--- src/logic/exec_pkg.sv ---
`default_nettype none

package exec_pkg;

    parameter int XLEN = 32;
    // one quotient bit per cycle plus the operand load cycle
    parameter int DIV_CYCLES = XLEN + 1;

    typedef logic [XLEN-1:0] word_t;
    // hi in the upper word, lo in the lower word
    typedef logic [2*XLEN-1:0] dword_t;

    typedef enum logic [3:0] {
        ADD, ADDU, SUB, SUBU, AND, OR, XOR, NOR,
        SLT, SLTU, SLL, SRL, SRA, LUI
    } alu_op_e;

    typedef enum logic [2:0] {
        BEQ, BNE, BLEZ, BGTZ, BLTZ, BGEZ
    } br_type_e;

    typedef enum logic [1:0] {
        MSIZE1, MSIZE2, MSIZE4
    } msize_e;

    typedef struct packed {
        logic [5:0] opcode;
        logic [4:0] rs;
        logic [4:0] rt;
        logic [4:0] rd;
        logic [4:0] shamt;
        logic [5:0] funct;
    } r_view_t;

    typedef struct packed {
        logic [5:0]  opcode;
        logic [4:0]  rs;
        logic [4:0]  rt;
        logic [15:0] imm16;
    } i_view_t;

    typedef struct packed {
        logic [5:0]  opcode;
        logic [25:0] index26;
    } j_view_t;

    // same instruction word seen as R, I or J format
    typedef union packed {
        r_view_t r_view;
        i_view_t i_view;
        j_view_t j_view;
    } instr_u;

endpackage

`default_nettype wire

--- src/logic/operand_hold.sv ---
`default_nettype none

module operand_hold import exec_pkg::*; (
    input  wire logic  clk,
    input  wire logic  rst_n_i,
    input  wire logic  stall_i,
    input  wire word_t rd1_i,
    input  wire word_t rd2_i,
    input  wire logic  byp1_en_i,
    input  wire word_t byp1_data_i,
    input  wire logic  byp2_en_i,
    input  wire word_t byp2_data_i,
    output word_t      src_a_o,
    output word_t      src_b_o
);

    word_t save_a_q;
    word_t save_b_q;
    logic  saved_a_q;
    logic  saved_b_q;

    // live bypass first, then the value caught during the stall
    always_comb begin
        src_a_o = rd1_i;
        if (byp1_en_i) begin
            src_a_o = byp1_data_i;
        end else if (saved_a_q) begin
            src_a_o = save_a_q;
        end
        src_b_o = rd2_i;
        if (byp2_en_i) begin
            src_b_o = byp2_data_i;
        end else if (saved_b_q) begin
            src_b_o = save_b_q;
        end
    end

    always_ff @(posedge clk) begin
        if (!rst_n_i) begin
            saved_a_q <= 1'b0;
            saved_b_q <= 1'b0;
        end else if (!stall_i) begin
            saved_a_q <= 1'b0;
            saved_b_q <= 1'b0;
        end else begin
            saved_a_q <= saved_a_q | byp1_en_i;
            saved_b_q <= saved_b_q | byp2_en_i;
        end
    end

    // forwarded data that would vanish while stalled
    always_ff @(posedge clk) begin
        if (stall_i && byp1_en_i) begin
            save_a_q <= byp1_data_i;
        end
        if (stall_i && byp2_en_i) begin
            save_b_q <= byp2_data_i;
        end
    end

endmodule

`default_nettype wire

--- src/logic/int_alu.sv ---
`default_nettype none

module int_alu import exec_pkg::*; (
    input  wire word_t   src_a_i,
    input  wire word_t   src_b_i,
    input  wire instr_u  instr_i,
    input  wire alu_op_e alu_op_i,
    input  wire logic    alusrc_imm_i,
    input  wire logic    zeroext_i,
    input  wire logic    shamt_valid_i,
    output word_t        alu_out_o,
    output logic         overflow_o
);

    word_t ext_imm;
    word_t op_a;
    word_t op_b;
    word_t sum;
    word_t diff;
    logic  add_ovf;
    logic  sub_ovf;

    assign ext_imm = zeroext_i ? {16'b0, instr_i.i_view.imm16}
                               : {{16{instr_i.i_view.imm16[15]}}, instr_i.i_view.imm16};

    // shamt field replaces rs for constant shifts
    assign op_a = shamt_valid_i ? {27'b0, instr_i.r_view.shamt} : src_a_i;
    assign op_b = alusrc_imm_i ? ext_imm : src_b_i;

    assign sum  = op_a + op_b;
    assign diff = op_a - op_b;

    // same-sign inputs give a result of the other sign
    assign add_ovf = (op_a[XLEN-1] == op_b[XLEN-1]) && (sum[XLEN-1] != op_a[XLEN-1]);
    assign sub_ovf = (op_a[XLEN-1] != op_b[XLEN-1]) && (diff[XLEN-1] != op_a[XLEN-1]);

    always_comb begin
        overflow_o = 1'b0;
        case (alu_op_i)
            ADD: begin
                alu_out_o  = sum;
                overflow_o = add_ovf;
            end
            ADDU: alu_out_o = sum;
            SUB: begin
                alu_out_o  = diff;
                overflow_o = sub_ovf;
            end
            SUBU: alu_out_o = diff;
            AND:  alu_out_o = op_a & op_b;
            OR:   alu_out_o = op_a | op_b;
            XOR:  alu_out_o = op_a ^ op_b;
            NOR:  alu_out_o = ~(op_a | op_b);
            SLT:  alu_out_o = word_t'($signed(op_a) < $signed(op_b));
            SLTU: alu_out_o = word_t'(op_a < op_b);
            SLL:  alu_out_o = op_b << op_a[4:0];
            SRL:  alu_out_o = op_b >> op_a[4:0];
            SRA:  alu_out_o = word_t'($signed(op_b) >>> op_a[4:0]);
            LUI:  alu_out_o = {instr_i.i_view.imm16, 16'b0};
            default: alu_out_o = '0;
        endcase
    end

endmodule

`default_nettype wire

--- src/logic/branch_unit.sv ---
`default_nettype none

module branch_unit import exec_pkg::*; (
    input  wire word_t    pc_i,
    input  wire instr_u   instr_i,
    input  wire word_t    src_a_i,
    input  wire word_t    src_b_i,
    input  wire logic     branch_i,
    input  wire br_type_e br_type_i,
    input  wire logic     jump_i,
    input  wire logic     jr_i,
    input  wire logic     pred_taken_i,
    input  wire word_t    pred_pc_i,
    output logic          branch_cond_o,
    output logic          redirect_o,
    output word_t         target_o,
    output word_t         dest_pc_o
);

    word_t slot_pc;
    word_t br_dest;
    word_t j_dest;
    logic  cond;

    assign slot_pc = pc_i + 32'd4;
    assign br_dest = slot_pc + {{14{instr_i.i_view.imm16[15]}}, instr_i.i_view.imm16, 2'b00};
    // region of the delay slot, not of the jump itself
    assign j_dest  = {slot_pc[31:28], instr_i.j_view.index26, 2'b00};

    always_comb begin
        case (br_type_i)
            BEQ:     cond = (src_a_i == src_b_i);
            BNE:     cond = (src_a_i != src_b_i);
            BLEZ:    cond = ($signed(src_a_i) <= 0);
            BGTZ:    cond = ($signed(src_a_i) > 0);
            BLTZ:    cond = src_a_i[XLEN-1];
            BGEZ:    cond = !src_a_i[XLEN-1];
            default: cond = 1'b0;
        endcase
    end

    assign branch_cond_o = branch_i && cond;

    always_comb begin
        dest_pc_o = '0;
        if (branch_i) begin
            dest_pc_o = br_dest;
        end else if (jr_i) begin
            dest_pc_o = src_a_i;
        end else if (jump_i) begin
            dest_pc_o = j_dest;
        end
    end

    always_comb begin
        redirect_o = 1'b0;
        target_o   = '0;
        if (branch_i) begin
            // front end guessed wrong in either direction
            redirect_o = (cond != pred_taken_i);
            target_o   = cond ? br_dest : pc_i + 32'd8;
        end else if (jump_i || jr_i) begin
            redirect_o = !(pred_taken_i && (pred_pc_i == dest_pc_o));
            target_o   = dest_pc_o;
        end
    end

endmodule

`default_nettype wire

--- src/logic/muldiv_unit.sv ---
`default_nettype none

module muldiv_unit import exec_pkg::*; #(
    parameter int MUL_STAGES = 3
) (
    input  wire logic  clk,
    input  wire logic  rst_n_i,
    input  wire logic  mul_i,
    input  wire logic  div_i,
    input  wire logic  signed_i,
    input  wire logic  d_wait_i,
    input  wire word_t src_a_i,
    input  wire word_t src_b_i,
    output word_t      hi_o,
    output word_t      lo_o,
    output logic       wait_o
);

    localparam int MAX_CYC = (MUL_STAGES > DIV_CYCLES) ? MUL_STAGES : DIV_CYCLES;
    localparam int CNT_W = $clog2(MAX_CYC + 1);
    localparam logic [CNT_W-1:0] MUL_LAST = CNT_W'(MUL_STAGES - 1);
    localparam logic [CNT_W-1:0] DIV_LAST = CNT_W'(DIV_CYCLES - 1);

    logic             op_held;
    logic             start;
    logic             done;
    logic             neg_a;
    logic             neg_b;
    word_t            mag_a;
    word_t            mag_b;
    logic             busy_q;
    logic [CNT_W-1:0] cnt_q;
    logic             is_div_q;
    logic             neg_a_q;
    logic             neg_b_q;
    dword_t           pipe_q [MUL_STAGES];
    word_t            dvsr_q;
    word_t            quo_q;
    word_t            rem_q;
    logic [XLEN:0]    shifted;
    logic [XLEN:0]    trial;
    dword_t           prod;

    assign op_held = mul_i || div_i;
    assign start   = op_held && !busy_q;
    assign done    = busy_q && (cnt_q == (is_div_q ? DIV_LAST : MUL_LAST));
    assign wait_o  = op_held && !done;

    // work on magnitudes, fix the signs at the output
    assign neg_a = signed_i && src_a_i[XLEN-1];
    assign neg_b = signed_i && src_b_i[XLEN-1];
    assign mag_a = neg_a ? -src_a_i : src_a_i;
    assign mag_b = neg_b ? -src_b_i : src_b_i;

    always_ff @(posedge clk) begin
        if (!rst_n_i) begin
            busy_q <= 1'b0;
            cnt_q  <= '0;
        end else if (!busy_q) begin
            if (op_held) begin
                busy_q <= 1'b1;
                cnt_q  <= '0;
            end
        end else if (done) begin
            // result held under back-pressure
            if (!d_wait_i) begin
                busy_q <= 1'b0;
            end
        end else begin
            cnt_q <= cnt_q + 1'b1;
        end
    end

    // restoring divider step
    assign shifted = {rem_q, quo_q[XLEN-1]};
    assign trial   = shifted - {1'b0, dvsr_q};

    always_ff @(posedge clk) begin
        if (start) begin
            is_div_q  <= div_i;
            neg_a_q   <= neg_a;
            neg_b_q   <= neg_b;
            dvsr_q    <= mag_b;
            quo_q     <= mag_a;
            rem_q     <= '0;
            pipe_q[0] <= dword_t'(mag_a) * dword_t'(mag_b);
        end else if (busy_q && !done) begin
            for (int i = 1; i < MUL_STAGES; i++) begin
                pipe_q[i] <= pipe_q[i-1];
            end
            if (is_div_q) begin
                rem_q <= trial[XLEN] ? shifted[XLEN-1:0] : trial[XLEN-1:0];
                quo_q <= {quo_q[XLEN-2:0], !trial[XLEN]};
            end
        end
    end

    assign prod = (neg_a_q ^ neg_b_q) ? -pipe_q[MUL_STAGES-1] : pipe_q[MUL_STAGES-1];

    always_comb begin
        hi_o = '0;
        lo_o = '0;
        if (op_held && is_div_q) begin
            // remainder follows the dividend
            hi_o = neg_a_q ? -rem_q : rem_q;
            lo_o = (neg_a_q ^ neg_b_q) ? -quo_q : quo_q;
        end else if (op_held) begin
            hi_o = prod[2*XLEN-1:XLEN];
            lo_o = prod[XLEN-1:0];
        end
    end

endmodule

`default_nettype wire

--- src/logic/exception_check.sv ---
`default_nettype none

module exception_check import exec_pkg::*; (
    input  wire logic   valid_i,
    input  wire word_t  addr_i,
    input  wire msize_e msize_i,
    input  wire logic   mem_read_i,
    input  wire logic   mem_write_i,
    input  wire logic   overflow_i,
    output logic        exc_overflow_o,
    output logic        exc_adel_o,
    output logic        exc_ades_o,
    output logic        mem_read_o,
    output logic        mem_write_o,
    output logic        valid_o
);

    logic misalign;

    // byte accesses are always aligned
    assign misalign = ((msize_i == MSIZE2) && addr_i[0])
                   || ((msize_i == MSIZE4) && (addr_i[1:0] != 2'b00));

    assign exc_adel_o = mem_read_i && misalign;
    assign exc_ades_o = mem_write_i && misalign;

    assign exc_overflow_o = overflow_i;

    // a faulting access must not reach the cache
    assign mem_read_o  = mem_read_i && !misalign;
    assign mem_write_o = mem_write_i && !misalign && !overflow_i;

    assign valid_o = valid_i;

endmodule

`default_nettype wire

--- src/logic/exec_stage.sv ---
`default_nettype none

module exec_stage import exec_pkg::*; #(
    parameter int MUL_STAGES = 3
) (
    input  wire logic     clk,
    input  wire logic     rst_n_i,
    input  wire logic     valid_i,
    input  wire word_t    pc_i,
    input  wire instr_u   instr_i,
    input  wire word_t    rd1_i,
    input  wire word_t    rd2_i,
    input  wire logic     byp1_en_i,
    input  wire word_t    byp1_data_i,
    input  wire logic     byp2_en_i,
    input  wire word_t    byp2_data_i,
    input  wire alu_op_e  alu_op_i,
    input  wire logic     alusrc_imm_i,
    input  wire logic     zeroext_i,
    input  wire logic     shamt_valid_i,
    input  wire logic     branch_i,
    input  wire br_type_e br_type_i,
    input  wire logic     jump_i,
    input  wire logic     jr_i,
    input  wire logic     is_link_i,
    input  wire logic     pred_taken_i,
    input  wire word_t    pred_pc_i,
    input  wire logic     mul_i,
    input  wire logic     div_i,
    input  wire logic     signed_i,
    input  wire logic     mem_read_i,
    input  wire logic     mem_write_i,
    input  wire msize_e   msize_i,
    input  wire logic     d_wait_i,
    output word_t         result_o,
    output word_t         srca_o,
    output word_t         srcb_o,
    output word_t         hi_o,
    output word_t         lo_o,
    output logic          redirect_o,
    output word_t         target_o,
    output word_t         dest_pc_o,
    output logic          branch_cond_o,
    output logic          exc_overflow_o,
    output logic          exc_adel_o,
    output logic          exc_ades_o,
    output logic          mem_read_o,
    output logic          mem_write_o,
    output logic          valid_o,
    output logic          e_wait_o
);

    logic  stall;
    word_t alu_out;
    logic  overflow;

    // own multicycle wait or back-pressure from the memory stage
    assign stall = e_wait_o || d_wait_i;

    operand_hold u_hold (
        .clk, .rst_n_i, .stall_i(stall), .rd1_i, .rd2_i,
        .byp1_en_i, .byp1_data_i, .byp2_en_i, .byp2_data_i,
        .src_a_o(srca_o), .src_b_o(srcb_o)
    );

    int_alu u_alu (
        .src_a_i(srca_o), .src_b_i(srcb_o), .instr_i, .alu_op_i,
        .alusrc_imm_i, .zeroext_i, .shamt_valid_i,
        .alu_out_o(alu_out), .overflow_o(overflow)
    );

    branch_unit u_branch (
        .pc_i, .instr_i, .src_a_i(srca_o), .src_b_i(srcb_o), .branch_i, .br_type_i,
        .jump_i, .jr_i, .pred_taken_i, .pred_pc_i,
        .branch_cond_o, .redirect_o, .target_o, .dest_pc_o
    );

    muldiv_unit #(.MUL_STAGES(MUL_STAGES)) u_muldiv (
        .clk, .rst_n_i, .mul_i, .div_i, .signed_i, .d_wait_i,
        .src_a_i(srca_o), .src_b_i(srcb_o), .hi_o, .lo_o, .wait_o(e_wait_o)
    );

    exception_check u_exc (
        .valid_i, .addr_i(alu_out), .msize_i, .mem_read_i, .mem_write_i,
        .overflow_i(overflow), .exc_overflow_o, .exc_adel_o, .exc_ades_o,
        .mem_read_o, .mem_write_o, .valid_o
    );

    // return address skips the delay slot
    assign result_o = is_link_i ? pc_i + 32'd8 : alu_out;

endmodule

`default_nettype wire

--- config.mk ---
export PLATFORM = sky130hd
export DESIGN_NAME = exec_stage
export DESIGN_NICKNAME = d
export VERILOG_FILES = /design/src/logic/exec_pkg.sv /design/src/logic/operand_hold.sv /design/src/logic/int_alu.sv /design/src/logic/branch_unit.sv /design/src/logic/muldiv_unit.sv /design/src/logic/exception_check.sv /design/src/logic/exec_stage.sv
export SDC_FILE = /design/constraint.sdc
export NUM_CORES = 2
export LEC_CHECK = 0
export BUFFER_PORTS_ARGS = -buffer_cell sky130_fd_sc_hd__buf_4
export CAP_MARGIN = 5
export CORE_MARGIN = 3
export CORE_UTILIZATION = 40
export CTS_BUF_LIST = sky130_fd_sc_hd__clkbuf_16
export DETAILED_ROUTE_END_ITERATION = 12
export HOLD_SLACK_MARGIN = 0.06
export PLACE_DENSITY = 0.62
export SETUP_SLACK_MARGIN = 0.15
export SYNTH_ARGS = -nofsm -noshare
export SYNTH_HDL_FRONTEND = slang
export SYNTH_SLANG_ARGS = --single-unit
--- constraint.sdc ---
create_clock -name clk -period 16.6 [get_ports clk]
set_input_delay 3.32 -clock clk [delete_from_list [all_inputs] [get_ports clk]]
set_output_delay 3.32 -clock clk [all_outputs]
set_load 0.01 [all_outputs]
---- After elaboration in Yosys (flattened, before gate mapping) ----
Memories as Yosys holds them, arrays and structs flattened.
Cells that the tools add are included.
storage, ports and cells
  RAM bits ................................ 192
  output and inout bits ................... 233
  register bits after elaboration ......... 172
  memories ................................ 1
  bits of input ports ..................... 252
memories
  name             words  bits a word  read ports  clocked after Yosys merged registers in  write ports  line               source
  u_muldiv.pipe_q  3      64           3           0                                        2            muldiv_unit.sv:36  dword_t pipe_q [MUL_STAGES];
operators by class
  $mul .................................... 1
  shifts and indexed selects .............. 3
  reduce and logical (&&, ||, !) cells .... 44
  mux-type cells .......................... 48
  magnitude comparators ................... 4
  add/sub/neg operators ................... 12
  eq/ne operators ......................... 30
  bitwise operators ....................... 7
operators by type and width
  cell                                                                                count
  32-bit 2-to-1 mux                                                                   26
  32-bit case mux with 12 select lines                                                1
  64-bit 2-to-1 mux                                                                   2
  32-bit negator                                                                      4
  32-bit adder                                                                        2
  32-bit == test                                                                      2
  32-bit < comparator                                                                 2
  32-bit by 32-bit multiplier with 64-bit output                                      1
  64-bit negator                                                                      1
  64-bit OR reduction                                                                 1
  33-bit by 32-bit subtractor with 33-bit output                                      1
  32-bit by 3-bit adder with 32-bit output (second input constant)                    1
  32-bit by 4-bit adder with 32-bit output (second input constant)                    1
  32-bit AND                                                                          1
  32-bit by 1-bit greater-than comparator with 1-bit output (second input constant)   1
  32-bit by 1-bit less-or-equal comparator with 1-bit output (second input constant)  1
  32-bit != test                                                                      1
  32-bit inverter                                                                     1
  32-bit bitwise OR                                                                   1
  32-bit by 5-bit left shift with 32-bit output                                       1
  32-bit by 5-bit >> shifter with 32-bit output                                       1
  32-bit by 5-bit >>> shifter with 32-bit output                                      1
  32-bit subtractor                                                                   1
  32-bit XOR                                                                          1
  other kinds (29)                                                                    93

---- Longest topological paths before layout ----
  depth in word-level cells ............... 12
  gate-level depth with buffers ........... 43
  depth with buffers taken out ............ 40

---- By module ----
From an unflattened synthesis, not the netlist that was laid out.
second synthesis, totals
  cell total of the unflattened synthesis .. 8,204
  area, all modules ....................... 68,769.7 sq um
modules (own cells, without submodules)
  module           cells each  area an instance (sq um)  times used
  muldiv_unit      5,294       48,459.0                  1
  int_alu          1,535       9,623.0                   1
  branch_unit      911         6,209.7                   1
  operand_hold     287         3,409.5                   1
  exec_stage       166         999.7                     1
  exception_check  11          68.8                      1

---- Worst setup path after synthesis ----
No wires, ideal clock.
  kind .................................... input-to-reg
  start point ............................. input port byp1_en_i
  end point ............................... memory u_muldiv.pipe_q[0][62] (netlist bit), data pin
  arrival ................................. 12,559 ps
  path buffers ............................ 4
  cell stages on the path ................. 38
  setup slack ............................. 3,771 ps
  setup time .............................. 270 ps
  cells stage by stage .................... buf_2 inv_2 buf_4 mux2i_1 nand2_1 nor4b_2 and3_1 buf_2 and2_1 a21oi_1 xnor2_1 buf_2 nor2_1 fa_1 fa_1 inv_1 fa_1 fa_1 [2 not listed] fa_1 fa_1 inv_1 fa_1 inv_1 ha_1 a21o_1 a21o_1 a21oi_1 o221ai_1 o21ai_0 nand2_1 a31o_2 a221oi_1 nand3b_1 o31ai_1 nand3b_1 or3b_2
RTL lines
  element      line               source
  from (decl)  exec_stage.sv:13   input wire logic byp1_en_i,
  to (decl)    muldiv_unit.sv:36

==> impl_metrics.py <==
metrics = {
    "run_status": {
        "status": "finished, final reports clean",
    },
    "worst_hold_path": {
        "hold_path_class": "reg -> reg",
    },
    "critical_path": {
        "critPathMaxFanout": 19,
        "crit_top_cell": "fa_1",
        "worst_ep_arrival_time_ns": 15.63,
        "cpPeakStageDelay_ns": 0.93,
        "crit_slowest_cell": "clkinv_1",
        "cp.required_ns": 16.96,
        "start_kind": "primary input",
        "critPathKind": "in -> reg",
        "end_kind": "register",
    },
    "cells_and_area": {
        "syn_to_final_growth_pct": 12.9,
        "layout_common_cells": "inv_1 (1137), nor2_1 (923), fa_1 (900)",
        "drive_gt1_share_pct": 12.3,
        "layout.nets": 9655,
        "n_fill_cell": 16000,
        "final_common_cell": "inv_1",
        "final_cells": 10300,
    },
    "die": {
        "die_x_um": 411,
        "die_y_um": 411,
        "start_util_pct": 40.3,
        "dieArea_mm2": 0.169,
        "coreArea_mm2": 0.163,
        "io_pins": 485,
        "std_cell_rows": 148,
    },
    "synth": {
        "async_reset_ff_share_pct": 0,
        "syn_avg_cell_area_um2": 8.50,
        "synth_area_leader_cell": "fa_1",
        "ys_warn_count": 0,
        "postSynthCellCount": 7722,
        "ys_types": 101,
        "synth.ff_latch_count": 364,
        "synth_flop_cell": "edfxtp_1",
        "synth.cell_area_mm2": 0.0656,
        "yosysSeqAreaShare_pct": 16.0,
        "synth_nets": 9303,
        "synth_edf_count": 323,
        "synth_area_leaders": "fa_1 (27%), edfxtp_1 (15%), ha_1 (8.2%), inv_1 (6.5%), nor2_1 (5.3%)",
        "yosys.area.top_type_share_pct": 27.5,
    },
    "place": {
        "dpl.cell_count": 10200,
        "port_buffers": 476,
        "dp_hpwl_um": 245000,
        "finalWeightedCongestion": 1.03,
    },
    "clock_tree": {
        "cts_hold_buffers": 0,
        "cts.path.max_buffers": 3,
        "cts_resized": 0,
        "post-cts-setup-buffers": 0,
        "cts_tree": "done",
        "clk_latency_ns": 0.63,
        "clkSinkCount": 364,
        "htree_num_levels": 2,
        "root_buffer": "clkbuf_16",
        "path_clk_slew_ns": 0.06,
        "cts_buffers": 41,
    },
    "timing": {
        "period_minus_slack_ns": 15.26,
        "timing.final.crit_share_pct": 91.9,
        "setup_violations": 0,
        "slew_headroom_pct": 8.56,
        "report.final.hold_viol_count": 0,
        "fmax_ghz": 0.0655,
        "clock_skew_ns": 0.0416,
        "rsz0062_at_grt": "false",
        "fin_tns_setup_ns": 0,
        "final_max_slew_viol_count": 0,
        "worst_pin_slew_ns": 1.33,
    },
    "global_routing": {
        "grt_busiest_layer": "met2",
        "grt.met3_usage_pct": 11.4,
        "use_met1_pct": 48.5,
        "met2_usage_pct": 49.5,
        "grt_overflow": 0,
        "grt_start_max_net_pins": 68,
        "grt_pass1_vias": 59100,
        "track_usage_pct": 35.1,
        "antenna_found_initial": 29,
        "grt_pass1_wl_um": 429000,
    },
    "routing": {
        "drc": 0,
        "first_pass_iters": 6,
        "vias": 60800,
        "drt_wl_total_um": 302000,
        "vias_per_cell": 5.91,
        "drt_iter0_markers": 7259,
        "route.antenna.remaining_nets": 0,
        "wl_per_cell_um": 29.4,
    },
    "job": {
        "cap_violations": 0,
    },
}
[path summary, 6_finish.rpt]
path	depth (start not counted)	slack, ns	startpoint	end
max reg2reg	37	3.44	u_hold.saved_b_q	u_muldiv.pipe_q[0][62]
max	37	1.34	rd2_i[2]	u_muldiv.pipe_q[0][62]
min reg2reg	0	0.41	u_muldiv.pipe_q[0][94]	u_muldiv.pipe_q[0][158]
min	0	0.41	u_muldiv.pipe_q[0][94]	u_muldiv.pipe_q[0][158]
[metrics by stage]
stage / setup slack [ns] / utilization, % / hold WS [ns] / instance area (um2)
floorplan: 3.77 / - / 0.400 / 65600
global placement: 1.17 / 44.6 / 0.402 / 72700
detailed placement: 1.13 / 44.6 / 0.405 / 72700
CTS: 1.77 / 45.5 / 0.415 / 74000
global route: 1.05 / 45.5 / 0.422 / 74000
finish: 1.34 / 45.5 / 0.413 / 74000
[cell usage after synthesis (160+ instances only)]
| library cell | n |
|---|---|
| a21oi_1 | 369 |
| nor2_1 | 926 |
| nand2_1 | 892 |
| xnor2_1 | 293 |
| fa_1 | 900 |
| xor2_1 | 168 |
| edfxtp_1 | 323 |
| inv_1 | 1129 |
| ha_1 | 429 |
| mux2i_1 | 160 |
| o21ai_0 | 334 |
| clkbuf_1 | 318 |
[registers in the layout, summed over array words and instances, names as in the netlist]
name / flops
u_hold.save_a_q: 32
u_muldiv.rem_q: 32
u_muldiv.neg_a_q: 1
u_hold.save_b_q: 32
u_hold.saved_b_q: 1
u_muldiv.quo_q: 32
u_muldiv.is_div_q: 1
u_muldiv.dvsr_q: 32
u_muldiv.cnt_q: 6
u_hold.saved_a_q: 1
u_muldiv.pipe_q: 192
u_muldiv.neg_b_q: 1
u_muldiv.busy_q: 1
[area by class of cell]
type | count | area (um2) | area share, %
Antenna cell | 16 | 40.0 | 0.0541
Clock buffer | 42 | 1050 | 1.42
Sequential cell | 364 | 10500 | 14.2
Multi-Input combinational cell | 5795 | 49700 | 67.1
Timing Repair Buffer | 713 | 5350 | 7.23
Inverter | 1159 | 4360 | 5.88
Clock inverter | 33 | 289 | 0.390
Tap cell | 2175 | 2720 | 3.68
[per-layer routing]
layer / wire length [um] / part of all wire (%)
met5: 121 / 0.040
met1: 124000 / 41
met2: 122000 / 40
met4: 17300 / 5.7
met3: 39500 / 13
[critical path: cells and delay by family]
| family | cells | cell delay [ns] |
|---|---|---|
| compound gates | 10 | 2.70 |
| xor+xnor | 1 | 0.18 |
| fa+ha+maj | 9 | 4.41 |
| buf+inv | 7 | 1.88 |
| mux | 1 | 0.54 |
| simple gates | 9 | 2.53 |
[kinds of logic (layout without fill, tap and decap cells)]
kind of cell	after synthesis	count (layout)	synth area share, %
compound gates	1451	1451	14.1
other cells	0	16	0
xor+xnor	469	469	6.35
fa+ha+maj	1329	1329	35.6
buf+inv	1563	1947	9.20
mux	210	210	3.38
flops	364	364	16.0
simple gates	2336	2336	15.3
Power is not shown: default switching activity piles up to over one toggle a cycle in this logic, so the estimate is an artifact.
